===== config.mk =====
export PLATFORM = sky130hd
export DESIGN_NAME = monu_top
export DESIGN_NICKNAME = d
export VERILOG_FILES = /design/src/source/monu_pkg.sv /design/src/source/monu_wr_if.sv /design/src/source/monu_axi_rd.sv /design/src/source/monu_axi_wr.sv /design/src/source/monu_reg_file.sv /design/src/source/monu_status_sampler.sv /design/src/source/monu_top.sv
export VERILOG_INCLUDE_DIRS = /design/src /design/src/source
export SDC_FILE = /design/constraint.sdc
export NUM_CORES = 2
export LEC_CHECK = 0
export BUFFER_PORTS_ARGS = -buffer_cell sky130_fd_sc_hd__buf_2
export CORE_AREA = 4 4 358 360
export CTS_BUF_LIST = sky130_fd_sc_hd__clkbuf_8
export CTS_CLUSTER_SIZE = 28
export DETAILED_ROUTE_END_ITERATION = 10
export DIE_AREA = 0 0 362 364
export PLACE_DENSITY = 0.57
export SLEW_MARGIN = 40
export SYNTH_ARGS = -nofsm -noshare
export SYNTH_HDL_FRONTEND = slang
export SYNTH_SLANG_ARGS = --single-unit

===== constraint.sdc =====
create_clock -name S_AXI_ACLK -period 3 [get_ports S_AXI_ACLK]
set_input_delay 0.15 -clock S_AXI_ACLK [delete_from_list [all_inputs] [get_ports S_AXI_ACLK]]
set_output_delay 0.15 -clock S_AXI_ACLK [all_outputs]
set_load 0.02 [all_outputs]

===== src/source/monu_defines.svh =====
`ifndef MONU_DEFINES_SVH
`define MONU_DEFINES_SVH

// --------------------
// Bus widths
`define MONU_DATA_W       32
`define MONU_ADDR_W       32
`define MONU_ADDR_LSB     2
`define MONU_IDX_W        8
`define MONU_RESP_OKAY    2'b00

// --------------------
// Status bank, word indices 0x00 to 0x11
`define MONU_DP_N         8
`define MONU_STAT_N       18
`define MONU_STAT_RSVD    6
`define MONU_STAT_FLAG    7
`define MONU_STAT_DP_BASE 10

// --------------------
// Control bank, offsets from the base index
`define MONU_CTRL_BASE    8'h18
`define MONU_CTRL_N       14
`define MONU_USER_N       4

`define MONU_CTRL_CU_PARAM    0
`define MONU_CTRL_MEMMU_PARAM 1
`define MONU_CTRL_EXMU_PARAM  2
`define MONU_CTRL_MONU_PARAM  3
`define MONU_CTRL_SIU_PARAM   4
`define MONU_CTRL_PC_READY    5
`define MONU_CTRL_PROC_DONE   6
`define MONU_CTRL_PC_SIZE     7
`define MONU_CTRL_FRAME_DONE  8
`define MONU_CTRL_RSVD        9
`define MONU_CTRL_USER0       10

`endif


===== src/source/monu_pkg.sv =====
`include "monu_defines.svh"

package monu_pkg;

  // One register word on the AXI4-Lite data bus
  typedef logic [`MONU_DATA_W-1:0] word_t;

  // Word index, the byte address shifted down by the word size
  typedef logic [`MONU_IDX_W-1:0] reg_idx_t;

  // One strobe bit per data byte
  typedef logic [`MONU_DATA_W/8-1:0] strb_t;

  // Debug points, element 0 is debug point 0
  typedef logic [`MONU_DP_N-1:0][`MONU_DATA_W-1:0] dp_vec_t;

  // Status snapshot, element n sits at word index n
  typedef logic [`MONU_STAT_N-1:0][`MONU_DATA_W-1:0] stat_bank_t;

endpackage


===== src/source/monu_wr_if.sv =====
// Register write port between the AXI write channels and the register file
interface monu_wr_if;

  // Single-cycle pulse, no back-pressure
  logic               wr_en;
  monu_pkg::reg_idx_t wr_idx;
  monu_pkg::word_t    wr_data;
  monu_pkg::strb_t    wr_strb;

  modport src (
    output wr_en,
    output wr_idx,
    output wr_data,
    output wr_strb
  );

  modport dst (
    input wr_en,
    input wr_idx,
    input wr_data,
    input wr_strb
  );

endinterface


===== src/source/monu_axi_rd.sv =====
`include "monu_defines.svh"

module monu_axi_rd
  import monu_pkg::*;
(
  input  logic                    S_AXI_ACLK,
  input  logic                    S_AXI_ARESETN,
  // Read address
  input  logic [`MONU_ADDR_W-1:0] i_araddr,
  input  logic                    i_arvalid,
  output logic                    o_arready,
  // Read data
  output word_t                   o_rdata,
  output logic [1:0]              o_rresp,
  output logic                    o_rvalid,
  input  logic                    i_rready,
  // Register read port
  output logic                    o_rd_en,
  output reg_idx_t                o_rd_idx,
  input  word_t                   i_rd_data
);

  logic     arready_q;
  logic     rvalid_q;
  logic     ar_take;
  logic     rd_fire;
  reg_idx_t ar_idx;
  word_t    rdata_q;

  // No new address while read data is still pending
  assign ar_take = !arready_q && i_arvalid && !rvalid_q;
  assign rd_fire = arready_q && i_arvalid;

  always_ff @(posedge S_AXI_ACLK) begin
    if (!S_AXI_ARESETN) begin
      arready_q <= 1'b0;
    end else begin
      arready_q <= ar_take;
    end
  end

  always_ff @(posedge S_AXI_ACLK) begin
    if (ar_take) begin
      ar_idx <= i_araddr[`MONU_ADDR_LSB +: `MONU_IDX_W];
    end
  end

  // --------------------
  // Read data, stable until RREADY
  always_ff @(posedge S_AXI_ACLK) begin
    if (!S_AXI_ARESETN) begin
      rvalid_q <= 1'b0;
      rdata_q  <= '0;
    end else if (rd_fire) begin
      rvalid_q <= 1'b1;
      rdata_q  <= i_rd_data;
    end else if (rvalid_q && i_rready) begin
      rvalid_q <= 1'b0;
    end
  end

  assign o_arready = arready_q;
  assign o_rvalid  = rvalid_q;
  assign o_rdata   = rdata_q;
  assign o_rresp   = `MONU_RESP_OKAY;
  assign o_rd_en   = rd_fire;
  assign o_rd_idx  = ar_idx;

endmodule


===== src/source/monu_axi_wr.sv =====
`include "monu_defines.svh"

module monu_axi_wr
  import monu_pkg::*;
(
  input  logic                    S_AXI_ACLK,
  input  logic                    S_AXI_ARESETN,
  // Write address
  input  logic [`MONU_ADDR_W-1:0] i_awaddr,
  input  logic                    i_awvalid,
  output logic                    o_awready,
  // Write data
  input  word_t                   i_wdata,
  input  strb_t                   i_wstrb,
  input  logic                    i_wvalid,
  output logic                    o_wready,
  // Write response
  output logic [1:0]              o_bresp,
  output logic                    o_bvalid,
  input  logic                    i_bready,
  // Register write port
  monu_wr_if.src                  wr
);

  logic     aw_en;
  logic     ready_q;
  logic     bvalid_q;
  logic     aw_take;
  logic     wr_fire;
  reg_idx_t aw_idx;

  // Address and data must both be present, one write in flight at a time
  assign aw_take = !ready_q && i_awvalid && i_wvalid && aw_en;
  assign wr_fire = ready_q && i_awvalid && i_wvalid;

  // --------------------
  // Ready pulse and outstanding-write flag
  always_ff @(posedge S_AXI_ACLK) begin
    if (!S_AXI_ARESETN) begin
      ready_q <= 1'b0;
      aw_en   <= 1'b1;
    end else if (aw_take) begin
      ready_q <= 1'b1;
      aw_en   <= 1'b0;
    end else begin
      ready_q <= 1'b0;
      // Reopen only once the response has been taken
      if (bvalid_q && i_bready) begin
        aw_en <= 1'b1;
      end
    end
  end

  // Word index of the accepted address
  always_ff @(posedge S_AXI_ACLK) begin
    if (aw_take) begin
      aw_idx <= i_awaddr[`MONU_ADDR_LSB +: `MONU_IDX_W];
    end
  end

  // --------------------
  // Response, held until the master takes it
  always_ff @(posedge S_AXI_ACLK) begin
    if (!S_AXI_ARESETN) begin
      bvalid_q <= 1'b0;
    end else if (wr_fire) begin
      bvalid_q <= 1'b1;
    end else if (bvalid_q && i_bready) begin
      bvalid_q <= 1'b0;
    end
  end

  assign o_awready = ready_q;
  assign o_wready  = ready_q;
  assign o_bvalid  = bvalid_q;
  assign o_bresp   = `MONU_RESP_OKAY;

  assign wr.wr_en   = wr_fire;
  assign wr.wr_idx  = aw_idx;
  assign wr.wr_data = i_wdata;
  assign wr.wr_strb = i_wstrb;

endmodule


===== src/source/monu_reg_file.sv =====
`include "monu_defines.svh"

module monu_reg_file
  import monu_pkg::*;
(
  input  logic                         S_AXI_ACLK,
  input  logic                         S_AXI_ARESETN,
  // Register write port
  monu_wr_if.dst                       wr,
  // Register read port
  input  reg_idx_t                     i_rd_idx,
  output word_t                        o_rd_data,
  // Status snapshot
  input  stat_bank_t                   i_stat,
  // Unit parameters
  output word_t                        o_cu_param,
  output word_t                        o_memmu_param,
  output word_t                        o_exmu_param,
  output word_t                        o_monu_param,
  output word_t                        o_siu_param,
  // Decoded flags
  output logic                         o_cu_pc_ready,
  output logic                         o_cu_processing_done,
  output logic                         o_cu_frame_done,
  output word_t                        o_point_cloud_size,
  output word_t [`MONU_USER_N-1:0]     o_user
);

  localparam int OFF_W  = $clog2(`MONU_CTRL_N);
  localparam int STAT_W = $clog2(`MONU_STAT_N);

  word_t [`MONU_CTRL_N-1:0] ctrl_q;
  reg_idx_t                 wr_off;
  reg_idx_t                 rd_off;
  logic                     wr_hit;

  // Below-base indices wrap to large offsets and miss the bank
  assign wr_off = wr.wr_idx - reg_idx_t'(`MONU_CTRL_BASE);
  assign rd_off = i_rd_idx - reg_idx_t'(`MONU_CTRL_BASE);
  assign wr_hit = wr.wr_en && (wr_off < reg_idx_t'(`MONU_CTRL_N));

  // --------------------
  // Control words, byte merge under the strobes
  always_ff @(posedge S_AXI_ACLK) begin
    if (!S_AXI_ARESETN) begin
      ctrl_q <= '0;
    end else if (wr_hit) begin
      for (int b = 0; b < `MONU_DATA_W / 8; b++) begin
        if (wr.wr_strb[b]) begin
          ctrl_q[wr_off[OFF_W-1:0]][b*8 +: 8] <= wr.wr_data[b*8 +: 8];
        end
      end
    end
  end

  // --------------------
  // Readback, status bank then control bank, zero elsewhere
  always_comb begin
    if (i_rd_idx < reg_idx_t'(`MONU_STAT_N)) begin
      o_rd_data = i_stat[i_rd_idx[STAT_W-1:0]];
    end else if (rd_off < reg_idx_t'(`MONU_CTRL_N)) begin
      o_rd_data = ctrl_q[rd_off[OFF_W-1:0]];
    end else begin
      o_rd_data = '0;
    end
  end

  assign o_cu_param    = ctrl_q[`MONU_CTRL_CU_PARAM];
  assign o_memmu_param = ctrl_q[`MONU_CTRL_MEMMU_PARAM];
  assign o_exmu_param  = ctrl_q[`MONU_CTRL_EXMU_PARAM];
  assign o_monu_param  = ctrl_q[`MONU_CTRL_MONU_PARAM];
  assign o_siu_param   = ctrl_q[`MONU_CTRL_SIU_PARAM];

  // Any nonzero word raises the flag
  assign o_cu_pc_ready        = |ctrl_q[`MONU_CTRL_PC_READY];
  assign o_cu_processing_done = |ctrl_q[`MONU_CTRL_PROC_DONE];
  assign o_cu_frame_done      = |ctrl_q[`MONU_CTRL_FRAME_DONE];

  assign o_point_cloud_size = ctrl_q[`MONU_CTRL_PC_SIZE];
  assign o_user             = ctrl_q[`MONU_CTRL_USER0 +: `MONU_USER_N];

endmodule


===== src/source/monu_status_sampler.sv =====
`include "monu_defines.svh"

module monu_status_sampler
  import monu_pkg::*;
(
  input  logic       S_AXI_ACLK,
  input  logic       S_AXI_ARESETN,
  // Unit status words
  input  word_t      i_cu_status,
  input  word_t      i_exmu_status,
  input  word_t      i_memmu_status,
  input  word_t      i_monu_status,
  input  word_t      i_siu_status,
  input  word_t      i_ext_status,
  // Handshake flags
  input  logic       i_cu_ext_ready,
  input  logic       i_cu_pc_ready,
  input  logic       i_cu_processing_done,
  // Debug points
  input  dp_vec_t    i_dp,
  output stat_bank_t o_stat,
  output logic       o_status
);

  // Snapshot follows the register map order
  always_ff @(posedge S_AXI_ACLK) begin
    if (!S_AXI_ARESETN) begin
      o_stat   <= '0;
      o_status <= 1'b0;
    end else begin
      o_stat[0] <= i_cu_status;
      o_stat[1] <= i_exmu_status;
      o_stat[2] <= i_memmu_status;
      o_stat[3] <= i_monu_status;
      o_stat[4] <= i_siu_status;
      o_stat[5] <= i_ext_status;
      o_stat[`MONU_STAT_RSVD] <= '0;
      // Flags read back zero-extended
      o_stat[`MONU_STAT_FLAG]     <= word_t'(i_cu_ext_ready);
      o_stat[`MONU_STAT_FLAG + 1] <= word_t'(i_cu_pc_ready);
      o_stat[`MONU_STAT_FLAG + 2] <= word_t'(i_cu_processing_done);
      for (int k = 0; k < `MONU_DP_N; k++) begin
        o_stat[`MONU_STAT_DP_BASE + k] <= i_dp[k];
      end
      // Alive once out of reset
      o_status <= 1'b1;
    end
  end

endmodule


===== src/source/monu_top.sv =====
`include "monu_defines.svh"

module monu_top
  import monu_pkg::*;
(
  input  logic                     S_AXI_ACLK,
  input  logic                     S_AXI_ARESETN,
  // AXI4-Lite write channels
  input  logic [`MONU_ADDR_W-1:0]  S_AXI_AWADDR,
  input  logic                     S_AXI_AWVALID,
  output logic                     S_AXI_AWREADY,
  input  word_t                    S_AXI_WDATA,
  input  strb_t                    S_AXI_WSTRB,
  input  logic                     S_AXI_WVALID,
  output logic                     S_AXI_WREADY,
  output logic [1:0]               S_AXI_BRESP,
  output logic                     S_AXI_BVALID,
  input  logic                     S_AXI_BREADY,
  // AXI4-Lite read channels
  input  logic [`MONU_ADDR_W-1:0]  S_AXI_ARADDR,
  input  logic                     S_AXI_ARVALID,
  output logic                     S_AXI_ARREADY,
  output word_t                    S_AXI_RDATA,
  output logic [1:0]               S_AXI_RRESP,
  output logic                     S_AXI_RVALID,
  input  logic                     S_AXI_RREADY,
  // Status inputs
  input  word_t                    i_cu_status,
  input  word_t                    i_exmu_status,
  input  word_t                    i_memmu_status,
  input  word_t                    i_monu_status,
  input  word_t                    i_siu_status,
  input  word_t                    i_ext_status,
  input  logic                     i_cu_ext_ready,
  input  logic                     i_cu_pc_ready,
  input  logic                     i_cu_processing_done,
  input  dp_vec_t                  i_dp,
  // Control outputs
  output word_t                    o_cu_param,
  output word_t                    o_memmu_param,
  output word_t                    o_exmu_param,
  output word_t                    o_monu_param,
  output word_t                    o_siu_param,
  output logic                     o_cu_pc_ready,
  output logic                     o_cu_processing_done,
  output logic                     o_cu_frame_done,
  output word_t                    o_point_cloud_size,
  output word_t [`MONU_USER_N-1:0] o_user,
  output logic                     o_status
);

  stat_bank_t stat;
  reg_idx_t   rd_idx;
  word_t      rd_data;

  monu_wr_if u_wr_if ();

  monu_axi_wr u_axi_wr (
    .S_AXI_ACLK    (S_AXI_ACLK),
    .S_AXI_ARESETN (S_AXI_ARESETN),
    .i_awaddr      (S_AXI_AWADDR),
    .i_awvalid     (S_AXI_AWVALID),
    .o_awready     (S_AXI_AWREADY),
    .i_wdata       (S_AXI_WDATA),
    .i_wstrb       (S_AXI_WSTRB),
    .i_wvalid      (S_AXI_WVALID),
    .o_wready      (S_AXI_WREADY),
    .o_bresp       (S_AXI_BRESP),
    .o_bvalid      (S_AXI_BVALID),
    .i_bready      (S_AXI_BREADY),
    .wr            (u_wr_if.src)
  );

  // Read data is registered inside the read channel block
  monu_axi_rd u_axi_rd (
    .S_AXI_ACLK    (S_AXI_ACLK),
    .S_AXI_ARESETN (S_AXI_ARESETN),
    .i_araddr      (S_AXI_ARADDR),
    .i_arvalid     (S_AXI_ARVALID),
    .o_arready     (S_AXI_ARREADY),
    .o_rdata       (S_AXI_RDATA),
    .o_rresp       (S_AXI_RRESP),
    .o_rvalid      (S_AXI_RVALID),
    .i_rready      (S_AXI_RREADY),
    .o_rd_en       (),
    .o_rd_idx      (rd_idx),
    .i_rd_data     (rd_data)
  );

  monu_status_sampler u_status_sampler (
    .S_AXI_ACLK           (S_AXI_ACLK),
    .S_AXI_ARESETN        (S_AXI_ARESETN),
    .i_cu_status          (i_cu_status),
    .i_exmu_status        (i_exmu_status),
    .i_memmu_status       (i_memmu_status),
    .i_monu_status        (i_monu_status),
    .i_siu_status         (i_siu_status),
    .i_ext_status         (i_ext_status),
    .i_cu_ext_ready       (i_cu_ext_ready),
    .i_cu_pc_ready        (i_cu_pc_ready),
    .i_cu_processing_done (i_cu_processing_done),
    .i_dp                 (i_dp),
    .o_stat               (stat),
    .o_status             (o_status)
  );

  monu_reg_file u_reg_file (
    .S_AXI_ACLK           (S_AXI_ACLK),
    .S_AXI_ARESETN        (S_AXI_ARESETN),
    .wr                   (u_wr_if.dst),
    .i_rd_idx             (rd_idx),
    .o_rd_data            (rd_data),
    .i_stat               (stat),
    .o_cu_param           (o_cu_param),
    .o_memmu_param        (o_memmu_param),
    .o_exmu_param         (o_exmu_param),
    .o_monu_param         (o_monu_param),
    .o_siu_param          (o_siu_param),
    .o_cu_pc_ready        (o_cu_pc_ready),
    .o_cu_processing_done (o_cu_processing_done),
    .o_cu_frame_done      (o_cu_frame_done),
    .o_point_cloud_size   (o_point_cloud_size),
    .o_user               (o_user)
  );

endmodule


==> results.txt <==
- Starting DRT DRC Count: between 2000 and 3000
- First-pass detailed-route iteration total: 6
* Number of synthesized flops with an enable pin: 16
* Endpoint type of the worst setup path: register
- Half-perimeter wire length of the detailed placement result: 110000 um
- The tree is rooted in a clkbuf_8.
* Effective utilization at floorplan: between 30% and 40%
- Portion of the post-synthesis area used by sequential elements: 47.0%
- In the final timing run, aggregate negative setup slack is 0 ps.
- In this run the horizontal extent of the chip is 362 um.
- Minimum clock period after layout: between 2000 and 3000 ps
- Synthesis handed over a netlist of 3817 instances.
- The number of endpoints with negative hold slack in the final report came to 0.
- Setup violations remaining at the end of the flow were counted as 0.
* Per-cell via count in the routed design: 4.93
- Number of CTS-inserted buffers: 165
* Maximum ir drop on the vdd rail: 0.000393 V
- Global routing used 25.2% of the available tracks across all layers.
- Worst Reg-to-Reg Cells: 7
- The worst hold path belongs to the class in2reg.
* Area Growth Syn to Fin: 47.4%
- In this run the critical register-to-register path is captured at u_axi_rd.o_rdata[10].
- The synthesized design contains 953 register bits.
* Static Leakage: 29.7 nW
* Worst R2R Setup Slack: 70 ps
- Ranking of synthesized cells by area: dfxtp_1 46%, mux2i_1 17%, and2_1 6.9%
- In this run the vertical extent of the chip is ~360 um.
- In the finished design, the share of the clock period the worst path needs comes to 97.7%.
* Total power of the final layout: 29.2 mW
* Number of global-route vias before repair: 38100
- H-tree depth reported by CTS: 4
- Antenna viol nets, final: 0
* Average routed wire per standard cell: between 20 and 25 um
- Result of the run: finished clean
- Max transition margin: 45.6%
- RSZ-0062 raised after global routing: false
- For the pin with the worst max-slew slack, the measured transition is 812 ps.
- Along the worst path, the maximum fanout reaches 17.
* Maximum achievable frequency: roughly 340 MHz
* Worst setup path end: u_axi_rd.o_rdata[10]
- Num rows: 130
* Number of nets in the layout: 6103
- In the final layout, the multi-input gates occupy 18300 sq um.
- Counting distinct cell types in the post-synthesis netlist gives 54.
- IO buf count: 870
* Cell area after technology mapping: between 40000 and 50000 sq um
- The post-route netlist has 25.7% of its cells at a drive strength greater than 1.
* Share of flip-flops with an asynchronous set or reset after synthesis: 0%
- Hold is met by 152 ps.
- Path type of the worst setup path: reg2reg
* Total clock sinks: 953
* Grt ovf: 0
- In this run the count of I/O pins placed on the die edge is just over 900.
- The tool flagged a number of max-cap violations equal to 0.
* Maximum root-to-sink buffer count: 3
* CTS tree: done
- Required time at the endpoint of the critical path: approximately 3700 ps
* RR Startpoint: u_axi_rd.o_rd_idx[1]
- The clock arrives with about 47 ps of skew.
- In the routed design, unresolved DRC markers number 0.
- Mean instance size in the synthesized netlist: roughly 11 sq um
- Cell type with the highest aggregate area in the netlist: dfxtp_1
- Skew-Pair Late Insertion Delay: 890 ps
- The layout has 10800 filler cells.
* First element of the critical path: u_axi_rd.o_rd_idx[1]
- Among all flip-flop cells after synthesis, the most frequent one is dfxtp_1.
- After detailed routing, the total wire length is 173000 um.
- The core region is 125000 sq um.
* Clock-pin slew on the worst setup and hold paths: 60 ps
- Data arrives at the worst endpoint at 3660 ps.
- In this run the power density over the cells is 484 nW/um^2.
- Entering global routing, the biggest net connects 192 pins.
- The final route contains 36300 vias.
* Number of antenna violations at the first check in global routing: 46
- The die covers between 100000 and 150000 sq um.
- Sequential standard cell area: 19200 sq um
- Yosys printed 0 warnings.
- The congestion estimate from routability-driven global placement came to 0.868.
- The worst setup path is launched from a register.
- The first global-routing pass estimated 249000 um of wire.
- Post-synth top area share: between 40% and 50%
- Max-slew violation count: 0
* Final standard cell utilization of the core: between 40% and 50%
placed cells by master (no fill, tap or decap), types with 40 or more instances in the layout:
master         netlist  routed
nand4_4             40      40
buf_4              331      76
inv_1                1      55
clkbuf_8             0     198
mux4_2              95      95
dlygate4sd3_1        0    1168
and2_1             454     453
buf_2               46     869
mux2_2              63      63
dfxtp_1            937     937
o21ai_0             64      64
o22ai_1             65      65
nor2_1             494     494
mux2i_1            704     704
diode_2              0      44
cell type report:
class	count	area share, %
Antenna cell	44	0.182
Clock buffer	198	4.51
Clock inverter	94	1.12
Inverter	3	0.0311
Multi-Input combinational cell	2274	30.3
Sequential cell	953	31.9
Tap cell	1650	3.42
Timing Repair Buffer	2146	28.6
Yosys cell counts (all sizes together) (25+ instances only):
| master | count |
|---|---|
| dfxtp | 937 |
| mux2i | 704 |
| nor2 | 494 |
| and2 | 454 |
| buf | 395 |
| clkbuf | 195 |
| mux4 | 95 |
| o22ai | 65 |
| o21ai | 64 |
| mux2 | 63 |
| nand4 | 62 |
| a21oi | 37 |
| nand2 | 35 |
| a31oi | 32 |
| or4 | 31 |
| o211ai | 30 |
| o21bai | 30 |
| nor4 | 25 |
state kept, by name, indices dropped and copies added (netlist names):
register,count
u_axi_rd.o_arready,1
u_axi_rd.o_rd_idx,8
u_axi_rd.o_rdata,32
u_axi_rd.o_rvalid,1
u_axi_wr.aw_en,1
u_axi_wr.o_awready,1
u_axi_wr.o_bvalid,1
u_axi_wr.wr.wr_idx,8
u_reg_file.ctrl_q,128
u_reg_file.o_cu_param,32
u_reg_file.o_exmu_param,32
u_reg_file.o_memmu_param,32
u_reg_file.o_monu_param,32
u_reg_file.o_point_cloud_size,32
u_reg_file.o_siu_param,32
u_reg_file.o_user,128
u_status_sampler.o_stat,451
u_status_sampler.o_status,1
power by group:
part           switching [mW]  internal (mW)  leakage, nW
Combinational            1.65           1.89         20.0
Sequential              0.165           13.1         7.83
Clock                    5.87           6.57         1.94
Total                    7.69           21.5         29.7
layer usage:
metal | part of all wire (%) | wire (um) | track usage (%)
met1 | 41 | 70800 | 30.3
met2 | 48 | 82400 | 42.5
met3 | 6.9 | 11900 | 5.76
met4 | 4.7 | 8140 | 12.2
met5 | 0.024 | 41 | 0
through the flow:
stage | cell area (sq um) | worst slack (ps) | cells
floorplan | 41000 | 838 | 3820
global placement | 45100 | 54.9 | 5858
detailed placement | 45100 | 65.1 | 5858
CTS | 60200 | 17.7 | 7318
global route | 60300 | 6.48 | 7352
finish | 60400 | 68.8 | 7362
critical path, cell delays in order, from the launching register on:
cell and delay, ps:
edfxtp_1 550, or3b_2 450, buf_4 370, o22ai_1 170
or4_1 480, a31oi_1 480, buf_4 200, a21oi_1 50
cells by family (layout without fill, tap and decap cells):
logic type	after synthesis	after routing	synth area share (%)
and+or+nand+nor	1135	1135	16.0
DFF	953	953	47.0
muxes	862	862	24.2
buffers and inverters	593	2441	8.68
AOI/OAI and AO/OA	269	269	4.05
adders and majority gates	2	2	0.0611
xor gates and xnor gates	2	2	0.0428
other	1	48	0.00916
worst min path at each step:
stage | from | to | slack, ps | depth (start not counted)
2_1_floorplan | S_AXI_ARESETN | u_status_sampler.o_status | 180 | 0
3_3_place_gp | S_AXI_ARADDR[2] | u_axi_rd.o_rd_idx[0] | 330 | 1
6_report | S_AXI_ARADDR[6] | u_axi_rd.o_rd_idx[4] | 150 | 2
5_1_grt | S_AXI_ARADDR[6] | u_axi_rd.o_rd_idx[4] | 60 | 2
3_5_place_dp | S_AXI_ARADDR[7] | u_axi_rd.o_rd_idx[5] | 330 | 1
4_1_cts | S_AXI_ARADDR[6] | u_axi_rd.o_rd_idx[4] | 0.5 | 2
repair_timing:
action | CTS | global route
setup endpoints to repair | 3 | 0
hold buffers | 1168 | 0
resized for setup | 7 | 0
setup buffers | 0 | 0
endpoints found under the hold margin | 958 | 0
Power figures use the tool's default switching activity.
